### src/rtl/interp_pkg.sv
package interp_pkg;

  // ------------------------------
  // Sample widths
  // ------------------------------
  localparam int SAMPLE_W = 8;      // Signed integer reference sample
  localparam int MID_W    = 11;     // After horizontal pass
  localparam int PRED_W   = 14;     // After vertical pass
  localparam int FRAC_W   = 4;      // 16 phases
  localparam int COEF_W   = 8;

  // ------------------------------
  // Block geometry
  // ------------------------------
  localparam int TAPS    = 6;
  localparam int BLK_IN  = 9;
  localparam int BLK_OUT = 4;
  localparam int COL_W   = $clog2(BLK_OUT);

  localparam int H_SHIFT = 4;
  localparam int V_SHIFT = 6;

  // ------------------------------
  // Filter coefficients
  // ------------------------------
  // Each phase sums to 64. Phase 16-p is phase p reversed,
  // so the interpolated point sits between taps 2 and 3.
  localparam logic signed [COEF_W-1:0] filter_coef [16][TAPS] = '{
    '{  0,   0,  64,   0,   0,  0 },    // Identity on tap 2
    '{  1,  -3,  63,   4,  -2,  1 },
    '{  1,  -5,  62,   8,  -3,  1 },
    '{  2,  -8,  60,  13,  -4,  1 },
    '{  2,  -9,  57,  18,  -6,  2 },
    '{  2, -10,  53,  24,  -8,  3 },
    '{  3, -11,  50,  29,  -9,  2 },
    '{  3, -11,  45,  35, -10,  2 },
    '{  3, -11,  40,  40, -11,  3 },    // Half sample
    '{  2, -10,  35,  45, -11,  3 },
    '{  2,  -9,  29,  50, -11,  3 },
    '{  3,  -8,  24,  53, -10,  2 },
    '{  2,  -6,  18,  57,  -9,  2 },
    '{  1,  -4,  13,  60,  -8,  2 },
    '{  1,  -3,   8,  62,  -5,  1 },
    '{  1,  -2,   4,  63,  -3,  1 }
  };

  // ------------------------------
  // Controller
  // ------------------------------
  typedef enum logic [1:0] {
    S_IDLE,
    S_LOAD,       // Accepting input rows
    S_VFILT       // One output column per cycle
  } ctrl_state_t;

endpackage

### src/rtl/fir6_bank.sv
`timescale 1ns/1ps

module fir6_bank import interp_pkg::*; #(
  parameter int IN_W  = SAMPLE_W,
  parameter int OUT_W = MID_W,
  parameter int SHIFT = H_SHIFT,
  parameter bit CLIP  = 1'b1
) (
  input  logic [BLK_IN*IN_W-1:0]   taps_in,     // Sample 0 in the top bits
  input  logic [FRAC_W-1:0]        phase,
  output logic [BLK_OUT*OUT_W-1:0] res          // Result 0 in the top bits
);

  // Six products need three bits of growth
  localparam int ACC_W = IN_W + COEF_W + 3;
  localparam logic signed [ACC_W-1:0] SAT_MAX = ACC_W'((1 << (OUT_W - 1)) - 1);
  localparam logic signed [ACC_W-1:0] SAT_MIN = ~SAT_MAX;

  logic signed [IN_W-1:0] smp [BLK_IN];

  always_comb begin
    for (int j = 0; j < BLK_IN; j++) begin
      smp[j] = taps_in[(BLK_IN-1-j)*IN_W +: IN_W];
    end
  end

  // ------------------------------
  // One 6-tap filter per output
  // ------------------------------
  for (genvar i = 0; i < BLK_OUT; i++) begin : g_tap
    logic signed [ACC_W-1:0] acc;
    logic signed [ACC_W-1:0] shr;
    logic        [OUT_W-1:0] sat;

    always_comb begin
      acc = '0;
      for (int k = 0; k < TAPS; k++) begin
        acc = acc + ACC_W'(smp[i+k]) * ACC_W'(filter_coef[phase][k]);
      end
    end

    assign shr = acc >>> SHIFT;   // Arithmetic, keeps sign

    if (CLIP) begin : g_clip
      always_comb begin
        if (shr > SAT_MAX) begin
          sat = SAT_MAX[OUT_W-1:0];
        end else if (shr < SAT_MIN) begin
          sat = SAT_MIN[OUT_W-1:0];
        end else begin
          sat = shr[OUT_W-1:0];
        end
      end
    end else begin : g_trunc
      assign sat = shr[OUT_W-1:0];  // Range fits by construction
    end

    assign res[(BLK_OUT-1-i)*OUT_W +: OUT_W] = sat;
  end

endmodule

### config.mk
export PLATFORM = sky130hd
export DESIGN_NAME = fir6_bank
export DESIGN_NICKNAME = d
export VERILOG_FILES = /design/src/rtl/interp_pkg.sv /design/src/rtl/fir6_bank.sv
export SDC_FILE = /design/constraint.sdc
export NUM_CORES = 2
export LEC_CHECK = 0
export BUFFER_PORTS_ARGS = -buffer_cell sky130_fd_sc_hd__buf_2
export CAP_MARGIN = 20
export CORE_ASPECT_RATIO = 0.5
export CORE_MARGIN = 3
export CORE_UTILIZATION = 55
export DETAILED_ROUTE_END_ITERATION = 16
export GPL_TIMING_DRIVEN = 0
export PLACE_DENSITY_LB_ADDON = 0.3
export SLEW_MARGIN = 25
export SYNTH_ARGS = -nofsm -noshare
export SYNTH_HDL_FRONTEND = slang
export SYNTH_SLANG_ARGS = --single-unit
### constraint.sdc
create_clock -name vclk -period 29.2
set_input_delay 4.38 -clock vclk [all_inputs]
set_output_delay 4.38 -clock vclk [all_outputs]
set_load 0.01 [all_outputs]
======== Word level (Yosys, flattened, before mapping) ========
Memories as Yosys holds them, arrays and structs flattened.
Cells that the tools add are included.
operators by class
  add/subtract/negate cells ............... 20
  $mul .................................... 24
  order comparisons ....................... 9
  multiplexer cells ....................... 10
  bitwise logic cells ..................... 1
operators with widths
  operator              number
  $mul 8x8->16          24
  $add 19x16->19        8
  $mux 48               2
  $mux 11               8
  $add 18x16->19        4
  $add 17x16->18        4
  $add 16x16->17        4
  $gt 15x11->1 const B  4
  $lt 15x11->1 const B  4
  $ge 5x5->1 const B    1
  $not 4->5             1
storage, ports and cells
  bits in registers ....................... 0
  ROM bits ................................ 768
  input bits .............................. 76
  output and inout port bits .............. 44
  logic and storage cells ................. 65
  memories ................................ 1
memory list
  memory           words  width  read ports  clocked after memory_dff  wr ports  line             RTL
  (no name shown)  16     48     1           0                         0         fir6_bank.sv:38  acc = acc + ACC_W'(smp[i+k]) * ACC_W'(filter_coef[phase][k]);

======== Depth between registers and ports, before layout ========
  depth after elaboration ................. 13
  mapped depth ............................ 36
  depth with buffers taken out ............ 33

======== Worst setup path after synthesis ========
No wires, ideal clock.
  path kind ............................... input port to output port
  start point ............................. input phase[3]
  end point ............................... output res[12]
  arrival ................................. 12,732 ps
  data required time ...................... 24,820 ps
  setup slack ............................. 12,088 ps
  stages on the path ...................... 33
  path buffers ............................ 5
  cells stage by stage .................... clkbuf_1 nor2_1 and2_1 clkbuf_1 inv_1 clkbuf_1 buf_1 nand2_1 fa_1 fa_1 inv_1 fa_1 inv_1 fa_1 inv_1 fa_1 inv_1 fa_1 fa_1 inv_1 fa_1 inv_1 fa_1 inv_1 ha_1 a21oi_1 o21ai_0 o41ai_4 o21ai_2 xor2_1 o41a_1 buf_6 a31o_1
between the ends
  cells in the longest elaborated chain, start to end .. 13
  elaborated cells on any way between the ends .. 19
  those cells by class .................... 5 x add/sub; 6 x mul; 2 x order compare; 4 x mux; 1 x bitwise; 1 x memory
ends and longest elaborated chain
  what                               line             RTL
  start: declaration                 fir6_bank.sv:10  input logic [FRAC_W-1:0] phase,
  $not 4->5 (not written as such) *  fir6_bank.sv:38
  $mem_v2 16x48 *                    n/a
  $mux 48 (not written as such) *    fir6_bank.sv:38
  $mux 48 *                          n/a
  $mul 8x8->16                       fir6_bank.sv:38
  $add 16x16->17                     fir6_bank.sv:38
  $add 17x16->18                     fir6_bank.sv:38
  $add 18x16->19                     fir6_bank.sv:38
  $add 19x16->19                     fir6_bank.sv:38
  $add 19x16->19 *                   fir6_bank.sv:38
  $lt 15x11->1                       fir6_bank.sv:48  end else if (shr < SAT_MIN) begin
  $mux 11                            fir6_bank.sv:48
  $mux 11 *                          fir6_bank.sv:46  if (shr > SAT_MAX) begin
  end: declaration                   fir6_bank.sv:11  output logic [BLK_OUT*OUT_W-1:0] res
Mark *: on every way between the ends. The rest lies on a longest branch, timed or not. The select of a mux whose other input is x is not followed.

======== Worst setup path after layout ========
  start point ............................. input phase[1]
  end point ............................... output res[3]
between the ends
  cells in the longest elaborated chain, start to end .. 13
  elaborated cells on any way between the ends .. 19
  those cells by class .................... 5 x add/sub; 6 x mul; 2 x order compare; 4 x mux; 1 x bitwise; 1 x memory
ends and longest elaborated chain
  what                               line
  $not 4->5 (not written as such) *  fir6_bank.sv:38
  $mem_v2 16x48 *                    n/a
  $mux 48 *                          n/a
  $mux 48 (not written as such) *    fir6_bank.sv:38
  $mul 8x8->16                       fir6_bank.sv:38
  $add 16x16->17                     fir6_bank.sv:38
  $add 17x16->18                     fir6_bank.sv:38
  $add 18x16->19                     fir6_bank.sv:38
  $add 19x16->19                     fir6_bank.sv:38
  $add 19x16->19 *                   fir6_bank.sv:38
  $lt 15x11->1                       fir6_bank.sv:48
  $mux 11                            fir6_bank.sv:48
  $mux 11 *                          fir6_bank.sv:46
Marked as above.

==> summary.md <==
| Metric | Value |
|---|---|
| PnR worst setup slack | 8.42 ns |
| CTS Hold Bufs | 0 |
| Synth area leaders | fa_1 54%, ha_1 14%, inv_1 14% |
| Worst hold path type | in -> out |
| Final Cell Area | 0.0523 mm² |
| Detailed Routing Iterations Pass 1 | 6 |
| Site row count | 77 |
| CP peak stage delay | 0.93 ns |
| Die height | 219 µm |
| Seq_cells | 0 |
| Final GP Congestion | 1.09 |
| Area Growth Syn to Fin | 4.65% |
| Fin crit period | 20.78 ns |
| Die area | 0.0947 mm² |
| Max capacitance violation total | 0 |
| FMAX | 48.1 MHz |
| Placed Area | 0.0522 mm² |
| Count leader, synth | inv_1 |
| Die Wd | 432 µm |
| Post-synth top area share | 53.6% |
| Worst setup SP type | primary input |
| Via count | 36,800 |
| DRC | 0 |
| Routed length per instance | 25.7 µm |
| Post-Syn Instances | 5,404 |
| Nets | 7,484 |
| Crit path DAT | 16.40 ns |
| First-pass GRT wire length | 257 mm |
| Max-slew violations | 0 |
| Setup TNS | 0 ns |
| Final setup fails | 0 |
| Crit. End Element | primary output |
| Synth Area per Inst | 9.24 µm² |
| Core area | 0.0892 mm² |
| Pre-CTS WS | 8.77 ns |
| Post-cts sizing count | 0 |
| Antenna violations before repair | 35 |
| Port buffer count | 102 |
| Critical setup path kind | in -> out |
| RSZ-0062 raised after global routing | false |
| Worst slew pin tran | 1.28 ns |
| Final Cycle Share | 71.2% |
| Cell mode on critical path | fa_1 |
| Synth cell count leaders | 1,842 x inv_1, 1,337 x fa_1, 554 x ha_1 |
| Vias/cell | 5.47 |
| Slew HR | 15.0% |
| Grt ovf | 0 |
| Final Hold Violating Endpoints | 0 |
| Synth warnings | 0 |
| ANT nets after route | 0 |
| Clock buffer count | 0 |
| Number of global-route vias before repair | 38,900 |
| Status | finished, final reports clean |
| Starting Density | 56.0% |
| WP data required | 24.82 ns |
| Share of cells above drive strength 1 | 3.39% |
| Yosys cell types | 68 |
| Mapped Area | 0.0500 mm² |
| Final wirelength | 173 mm |
| I/O pin cnt | 120 |
| Total global-route track usage | 37.9% |
| Critical path fanouts, max | 10 |
| Net Count, Synth | 7,371 |
| Initial detailed-routing violation count | 3,684 |
| Post-synthesis sequential area ratio | 0% |
| Synth area leader | fa_1 |
| Largest net degree at the start of global routing | 11 |
| DP HPWL | 151 mm |
| Sequential Area | 0 µm² |
| Postcts setup bufs | 0 |
| CP max stage cell | o41ai_4 |
[worst paths after layout]
check	start	end	slack [ns]	cells past startpoint
max	phase[1]	res[3]	8.42	34
min	taps_in[0]	res[0]	9.70	7
[worst max-delay path: cells and delay by family]
family | cells | cell delay [ns]
simple gates | 6 | 1.39
fa+ha+maj | 11 | 5.32
buf+inv | 13 | 3.28
compound gates | 4 | 1.97
[layer usage]
| metal | track usage [%] | vias to the layer above | wire length [µm] |
|---|---|---|---|
| met3 | 15.3 | 371 | 25900 |
| met5 | 0 | - | 50 |
| met4 | 11.8 | 8 | 6640 |
| met2 | 51.1 | 2028 | 67400 |
| li1 | - | 15500 | - |
| met1 | 55.5 | 18900 | 73100 |
[kinds of logic (layout without fill, tap and decap cells)]
logic type,count (synthesis),in the layout,share of synthesized area (%)
other,0,29,0
muxes,5,5,0.125
xor gates and xnor gates,124,124,2.17
AOI/OAI and AO/OA,245,245,3.24
adders and majority gates,1892,1892,67.5
and+or+nand+nor,1118,1118,11.8
buffers and inverters,2020,2131,15.2
[through the flow]
step	instances	hold slack, ns	util [%]
floorplan	5404	9.44	-
global placement	6691	9.68	58.2
detailed placement	6700	9.69	58.5
CTS	6700	9.70	58.5
global route	6704	9.78	58.5
finish	6729	9.70	58.6
[placed cells by master, fill, tap and decap left out, types with 5 or more instances in the layout]
cell,netlist,final
and3_1,37,37
clkbuf_1,170,128
o21ai_1,15,16
a21oi_2,1,6
ha_1,554,554
xor2_1,34,34
nor2_1,132,132
o21bai_1,7,7
o211ai_1,5,5
nor2b_1,87,87
o21a_1,20,20
xnor2_1,90,90
a21oi_1,67,62
fa_1,1337,1337
o21ai_0,47,45
and2_1,469,469
clkbuf_2,0,43
nand2_1,296,296
a31oi_1,12,8
a21o_1,24,24
o31ai_1,6,5
inv_1,1842,1842
nor3_1,21,20
nand3_1,26,26
buf_2,2,105
diode_2,0,29
nand2b_1,29,29
[final cells by class]
class / instances / area, µm²
Timing Repair Buffer: 111 / 649
Multi-Input combinational cell: 3384 / 42400
Antenna cell: 29 / 72.6
Inverter: 1842 / 6910
Fill cell: 7986 / 36900
Tap cell: 1185 / 1480
Buffer: 178 / 733
