### config.mk
export PLATFORM = sky130hd
export DESIGN_NAME = interp_ctrl
export DESIGN_NICKNAME = d
export VERILOG_FILES = /design/src/rtl/interp_pkg.sv /design/src/rtl/interp_ctrl.sv
export SDC_FILE = /design/constraint.sdc
export NUM_CORES = 1
export LEC_CHECK = 0
export BUFFER_PORTS_ARGS = -buffer_cell sky130_fd_sc_hd__buf_2
export CORE_MARGIN = 4
export CORE_UTILIZATION = 50
export CTS_BUF_LIST = sky130_fd_sc_hd__clkbuf_2
export CTS_CLUSTER_SIZE = 24
export DETAILED_ROUTE_END_ITERATION = 8
export HOLD_SLACK_MARGIN = 0.05
export PLACE_DENSITY_LB_ADDON = 0.08
export SYNTH_ARGS = -nofsm -noshare
export SYNTH_HDL_FRONTEND = slang
export SYNTH_SLANG_ARGS = --single-unit
### constraint.sdc
create_clock -name clk -period 4.6 [get_ports clk]
set_clock_uncertainty 0.15 [all_clocks]
set_input_delay 0.46 -clock clk [delete_from_list [all_inputs] [get_ports clk]]
set_output_delay 0.46 -clock clk [all_outputs]
set_load 0.03 [all_outputs]
### src/rtl/interp_pkg.sv
package interp_pkg;

  // ------------------------------
  // Sample widths
  // ------------------------------
  localparam int SAMPLE_W = 8;      // Signed integer reference sample
  localparam int MID_W    = 11;     // After horizontal pass
  localparam int PRED_W   = 14;     // After vertical pass
  localparam int FRAC_W   = 4;      // 16 phases
  localparam int COEF_W   = 8;

  // ------------------------------
  // Block geometry
  // ------------------------------
  localparam int TAPS    = 6;
  localparam int BLK_IN  = 9;
  localparam int BLK_OUT = 4;
  localparam int COL_W   = $clog2(BLK_OUT);

  localparam int H_SHIFT = 4;
  localparam int V_SHIFT = 6;

  // ------------------------------
  // Filter coefficients
  // ------------------------------
  // Each phase sums to 64. Phase 16-p is phase p reversed,
  // so the interpolated point sits between taps 2 and 3.
  localparam logic signed [COEF_W-1:0] filter_coef [16][TAPS] = '{
    '{  0,   0,  64,   0,   0,  0 },    // Identity on tap 2
    '{  1,  -3,  63,   4,  -2,  1 },
    '{  1,  -5,  62,   8,  -3,  1 },
    '{  2,  -8,  60,  13,  -4,  1 },
    '{  2,  -9,  57,  18,  -6,  2 },
    '{  2, -10,  53,  24,  -8,  3 },
    '{  3, -11,  50,  29,  -9,  2 },
    '{  3, -11,  45,  35, -10,  2 },
    '{  3, -11,  40,  40, -11,  3 },    // Half sample
    '{  2, -10,  35,  45, -11,  3 },
    '{  2,  -9,  29,  50, -11,  3 },
    '{  3,  -8,  24,  53, -10,  2 },
    '{  2,  -6,  18,  57,  -9,  2 },
    '{  1,  -4,  13,  60,  -8,  2 },
    '{  1,  -3,   8,  62,  -5,  1 },
    '{  1,  -2,   4,  63,  -3,  1 }
  };

  // ------------------------------
  // Controller
  // ------------------------------
  typedef enum logic [1:0] {
    S_IDLE,
    S_LOAD,       // Accepting input rows
    S_VFILT       // One output column per cycle
  } ctrl_state_t;

endpackage

### src/rtl/interp_ctrl.sv
`timescale 1ns/1ps

module interp_ctrl import interp_pkg::*; (
  input  logic              clk,
  input  logic              rst_n,
  input  logic              start,
  input  logic [FRAC_W-1:0] frac_x,
  input  logic [FRAC_W-1:0] frac_y,
  input  logic              row_valid,
  output logic              busy,
  output logic              row_ready,
  output logic              row_we,
  output logic [COL_W-1:0]  rd_col,
  output logic [FRAC_W-1:0] phase_h,
  output logic [FRAC_W-1:0] phase_v,
  output logic              out_valid,
  output logic [COL_W-1:0]  out_col
);

  localparam int CNT_W = $clog2(BLK_IN + 1);

  ctrl_state_t      state;
  ctrl_state_t      state_nxt;
  logic [CNT_W-1:0] cnt;
  logic [CNT_W-1:0] cnt_nxt;
  logic             start_ok;
  logic             loop_rows;
  logic             loop_cols;

  // ------------------------------
  // Loop ends and outputs
  // ------------------------------
  assign start_ok  = start && !busy;
  assign loop_rows = (cnt == CNT_W'(BLK_IN - 1));   // 9th row
  assign loop_cols = (cnt == CNT_W'(BLK_OUT - 1));  // 4th column

  assign busy      = (state != S_IDLE);
  assign row_ready = (state == S_LOAD);
  assign row_we    = row_ready && row_valid;
  assign out_valid = (state == S_VFILT);
  assign rd_col    = cnt[COL_W-1:0];
  assign out_col   = cnt[COL_W-1:0];

  // ------------------------------
  // Next state
  // ------------------------------
  always_comb begin
    state_nxt = state;
    cnt_nxt   = cnt;
    unique case (state)
      S_IDLE: begin
        cnt_nxt = '0;
        if (start_ok) begin
          state_nxt = S_LOAD;
        end
      end
      S_LOAD: begin
        if (row_we) begin
          if (loop_rows) begin
            state_nxt = S_VFILT;
            cnt_nxt   = '0;
          end else begin
            cnt_nxt = cnt + 1'b1;
          end
        end
      end
      S_VFILT: begin
        if (loop_cols) begin
          state_nxt = S_IDLE;
          cnt_nxt   = '0;
        end else begin
          cnt_nxt = cnt + 1'b1;
        end
      end
      default: begin
        state_nxt = S_IDLE;
        cnt_nxt   = '0;
      end
    endcase
  end

  always_ff @(posedge clk or negedge rst_n) begin
    if (!rst_n) begin
      state <= S_IDLE;
      cnt   <= '0;
    end else begin
      state <= state_nxt;
      cnt   <= cnt_nxt;
    end
  end

  // Phases held for the whole block
  always_ff @(posedge clk or negedge rst_n) begin
    if (!rst_n) begin
      phase_h <= '0;
      phase_v <= '0;
    end else if (start_ok) begin
      phase_h <= frac_x;
      phase_v <= frac_y;
    end
  end

endmodule

Word-level counts from Yosys, hierarchy flattened
Cells that the tools add are included.
{"block": "classes", "n_reduce_logical": 6, "muxes": 9, "add_sub_neg": 1, "eq_ne": 8}
{"cell": "4-bit 2-to-1 mux", "count": 3}
{"cell": "2-bit 2-to-1 mux", "count": 4}
{"cell": "4-bit one-hot mux with 2 select lines", "count": 1}
{"cell": "2-bit by 1-bit inequality test with 1-bit output (second input constant)", "count": 3}
{"cell": "2-bit one-hot mux with 3 select lines", "count": 1}
{"cell": "4-bit by 1-bit adder with 4-bit output (second input constant)", "count": 1}
{"cell": "4-bit by 2-bit == test with 1-bit output (second input constant)", "count": 1}
{"cell": "4-bit == test (second input constant)", "count": 1}
{"cell": "4-bit AND reduction", "count": 1}
{"cell": "2-bit by 1-bit == test with 1-bit output (second input constant)", "count": 1}
{"cell": "2-bit == test (second input constant)", "count": 1}
{"cell": "1-bit logical AND", "count": 2}
{"cell": "2-bit logical NOT", "count": 1}
{"cell": "2-bit inequality test (second input constant)", "count": 1}
{"cell": "2-bit nonzero test", "count": 1}
{"cell": "1-bit logical NOT", "count": 1}
{"block": "word_totals", "in_bits": 12, "word_cells": 28, "ff_bits": 14, "output_inout_bits": 16}

Logic depth before layout (Yosys ltp)
{"block": "depth", "depth_word": 5, "ltp_mapped": 6}

Worst setup path before layout
OpenSTA, ideal clock, no wires.
{"block": "synth_path", "kind": "register to register", "startpoint": "register state[1]", "endpoint": "register state[0]", "slack_ps": 2280, "setup_ps": 125, "stages_incl_launch_ff": 7, "n_path_buf": 1, "arrival_ps": 2045, "t_required_ps": 4325, "synth_period_minus_slack_ps": 2320, "path_cell_list": "dfrtp_1 inv_1 ha_1 buf_6 or4b_4 a311o_1 mux2_4"}
{"block": "synth_via", "word_cells_on_any_way": 13}
{"element": "from (decl)", "line": "interp_ctrl.sv:22", "text": "ctrl_state_t state;"}
{"element": "from (signal assigned)", "line": "interp_ctrl.sv:87", "text": "state <= state_nxt;"}
{"element": "2-bit by 1-bit == test with 1-bit output *", "line": "interp_ctrl.sv:38", "text": "assign row_ready = (state == S_LOAD);"}
{"element": "named net row_ready", "line": "interp_ctrl.sv:11", "text": "output logic row_ready,"}
{"element": "1-bit logical AND", "line": "interp_ctrl.sv:39", "text": "assign row_we = row_ready && row_valid;"}
{"element": "2-bit by 1-bit inequality test with 1-bit output (no source line)"}
{"element": "4-bit AND reduction (no source line)"}
Mark *: on every way through the listed nets, which the timed path passes. The rest lies on a longest branch.
A chain may end at the register's enable or synchronous reset.

Worst setup path after layout
{"block": "layout_path", "startpoint": "register state[1]", "endpoint": "register state[0]"}
{"block": "layout_via", "elab_chain_len": 5, "word_cells_on_any_way": 13}
{"element": "2-bit nonzero test", "line": "interp_ctrl.sv:37", "text": "assign busy = (state != S_IDLE);"}
{"element": "1-bit logical NOT", "line": "interp_ctrl.sv:33", "text": "assign start_ok = start && !busy;"}
{"element": "1-bit logical AND", "line": "interp_ctrl.sv:33"}
{"element": "2-bit inequality test (no source line)"}
{"element": "4-bit AND reduction (no source line)"}
Several ways; a longest one is shown, not always the timed one.

==> flow_metrics.env <==
export IMPL_cts_buffers=3
export IMPL_clkTransAtPathRegs_ns=0.12
export IMPL_dr_pass1_iters=3
export IMPL_core_area_um2=1490
export IMPL_drtIter0Drc=3
export IMPL_relSlewSlack_pct=78.2
export IMPL_fp_dieH_um=47.6
export IMPL_die_x_um=47.6
export IMPL_synthCells=68
export IMPL_syn_area_per_cell_um2=11.5
export IMPL_final_core_util_pct=62.3
export IMPL_nFillCells=134
export IMPL_design_area_um2=927
export IMPL_fin_hold_ws_ns=0.261
export IMPL_routedWlPerCell_um=12.2
export IMPL_final_layout_size_suffix_gt1_share_pct=44.2
export IMPL_final_max_slew_viol_count=0
export IMPL_start_kind="flop"
export IMPL_leakage_nw=0.465
export IMPL_vias=573
export IMPL_final_cell_mix="27 x buf_2, 14 x dfrtp_1, 9 x mux2_2, 7 x inv_1, 6 x ha_1"
export IMPL_synth_area_um2=785
export IMPL_clk_latency_ns=0.27
export IMPL_grt_total_usage_pct=13.2
export IMPL_grt_pass1_vias=484
export IMPL_grt_max_degree=15
export IMPL_drv_cap=0
export IMPL_io_pins=28
export IMPL_synth_nets=86
export IMPL_ys_ff_latch=14
export IMPL_setup_violations=0
export IMPL_critPathMaxFanout=10
export IMPL_pwr_density_cell_nw_per_um2=706
export IMPL_dpl_cell_area_um2=898
export IMPL_ys_seq_area_share_pct=44.7
export IMPL_post_cts_repair_setup_buffers=0
export IMPL_clkSinkCount=14
export IMPL_cts_tree="yes"
export IMPL_cts_buffer_depth=2
export IMPL_ant_nets=0
export IMPL_antenna_found_initial=0
export IMPL_grt_pass1_wl_um=2040
export IMPL_cp_end_kind="flop"
export IMPL_root_buffer="clkbuf_2"
export IMPL_htreeDepth=1
export IMPL_fin_crit_sh_pct=48.5
export IMPL_r2r_setup_slack_ns=2.37
export IMPL_min_path_cells=2
export IMPL_initial_core_util_pct=52.7
export IMPL_hold_class="in2reg"
export IMPL_totalWireLength_um=1360
export IMPL_finalSetupTns_ns=0
export IMPL_max_freq_ghz=0.448
export IMPL_crit_required_ns=4.62
export IMPL_dieArea_um2=2270
export IMPL_peakVddDrop_v=0.000359
export IMPL_area_growth_pct=18.2
export IMPL_viasPerCell=5.16
export IMPL_placementRows=14
export IMPL_layout_nets=114
export IMPL_final_common_cell="buf_2"
export IMPL_port_buffers=27
export IMPL_worst_r2r_cell_count=5
export IMPL_finalHoldViolations=0
export IMPL_gp_congestion=0.814
export IMPL_cp_data_arrival_time_ns=2.25
export IMPL_worst_pin_slew_ns=0.326
export IMPL_ys_types=28
export IMPL_antennaDiodeCount=0
export IMPL_critPathKind="reg2reg"
export IMPL_hpwl_um=1070
export IMPL_rsz0062_at_grt="false"
export IMPL_synth_warnings=0
export IMPL_route_detailed_drc=0
export IMPL_finalCriticalPeriod_ns=2.23
export IMPL_outcome="complete, no violations"
export IMPL_grt_ovfl_total=0
cells by family (layout without fill, tap and decap cells):
family | count (synthesis) | after routing | share of synthesized area [%]
multiplexers | 10 | 10 | 14.8
flip-flops | 14 | 14 | 44.7
adder cells (fa/ha/maj) | 6 | 6 | 9.57
buffers and inverters | 12 | 39 | 8.61
AO/OA/AOI/OAI | 10 | 10 | 9.09
AND/OR/NAND/NOR | 16 | 16 | 13.2
cell usage after synthesis (all sizes together):
cell | count | area [µm²]
nand4 | 1 | 6.26
nand4bb | 1 | 11.3
a311o | 1 | 10.0
o21a | 1 | 7.51
a32o | 1 | 10.0
o21ai | 1 | 5.00
buf | 5 | 41.3
a21oi | 1 | 5.00
or2 | 1 | 6.26
nand2b | 1 | 6.26
or4b | 1 | 13.8
or2b | 1 | 7.51
nor2 | 1 | 3.75
mux2 | 10 | 116
nand2 | 4 | 15.0
nand3b | 1 | 7.51
nand3 | 1 | 5.00
ha | 6 | 75.1
dfrtp | 14 | 350
a41oi | 1 | 8.76
nor2b | 2 | 15.0
o22ai | 2 | 12.5
a31oi | 2 | 12.5
inv | 7 | 26.3
and2 | 1 | 6.26
area by class of cell:
cell class / count / area, µm² / area share (%)
multi-input combinational: 42 / 367 / 39.5
clock buffer: 3 / 15.0 / 1.62
clock inverter: 1 / 3.75 / 0.405
tap: 16 / 20.0 / 2.16
inverter: 7 / 26.3 / 2.83
sequential: 14 / 350 / 37.8
timing repair buffer: 28 / 145 / 15.7
sequential cells by signal, indices dropped and copies added, names as in the netlist:
| signal | flops |
|---|---|
| cnt | 4 |
| phase_h | 4 |
| phase_v | 4 |
| state | 2 |
through the flow:
step / setup WS (ns) / power, W / instances
after floorplan: 2.28 / 0.000524 / 68
after global placement: 2.42 / 0.000598 / 106
after detailed placement: 2.39 / 0.000604 / 106
after CTS: 2.37 / 0.000662 / 111
after global routing: 2.28 / 0.000702 / 111
final: 2.37 / 0.000655 / 111
worst paths after layout:
kind / end / from
setup / recovery: state[0] / state[1]
hold / removal: phase_v[2] / frac_y[2]
setup reg to reg: state[0] / state[1]
hold reg to reg: phase_v[3] / phase_v[3]
max in group asynchronous: phase_h[3] / rst_n
min in group asynchronous: cnt[0] / rst_n
worst max-delay path, cell delays in order (launching register included):
cell and delay, ns:
dfrtp_1 0.39, inv_1 0.08, ha_1 0.29, or4b_4 0.52, a311o_1 0.40, mux2_4 0.30
report_power, final:
| part | switching, W | internal, W |
|---|---|---|
| clock | 0.0000371 | 0.0000189 |
| combinational | 0.000243 | 0.000155 |
| sequential | 0.0000276 | 0.000172 |
| total | 0.000308 | 0.000347 |
routing by layer:
| layer | track usage, % | part of all wire (%) | vias to the layer above | routed length [µm] |
|---|---|---|---|---|
| li1 | - | - | 291 | - |
| met1 | 17.0 | 44 | 265 | 601 |
| met2 | 20.6 | 48 | 15 | 648 |
| met3 | 5.64 | 7.7 | 2 | 105 |
| met4 | 3.23 | 0.29 | 0 | 4 |
| met5 | 0 | 0 | - | 0 |
repair_timing:
action,CTS,global route
setup endpoints to repair,0,0
hold endpoints to repair,14,0
hold buffers,1,0
gates resized for setup,0,0
Power figures use the tool's default switching activity.
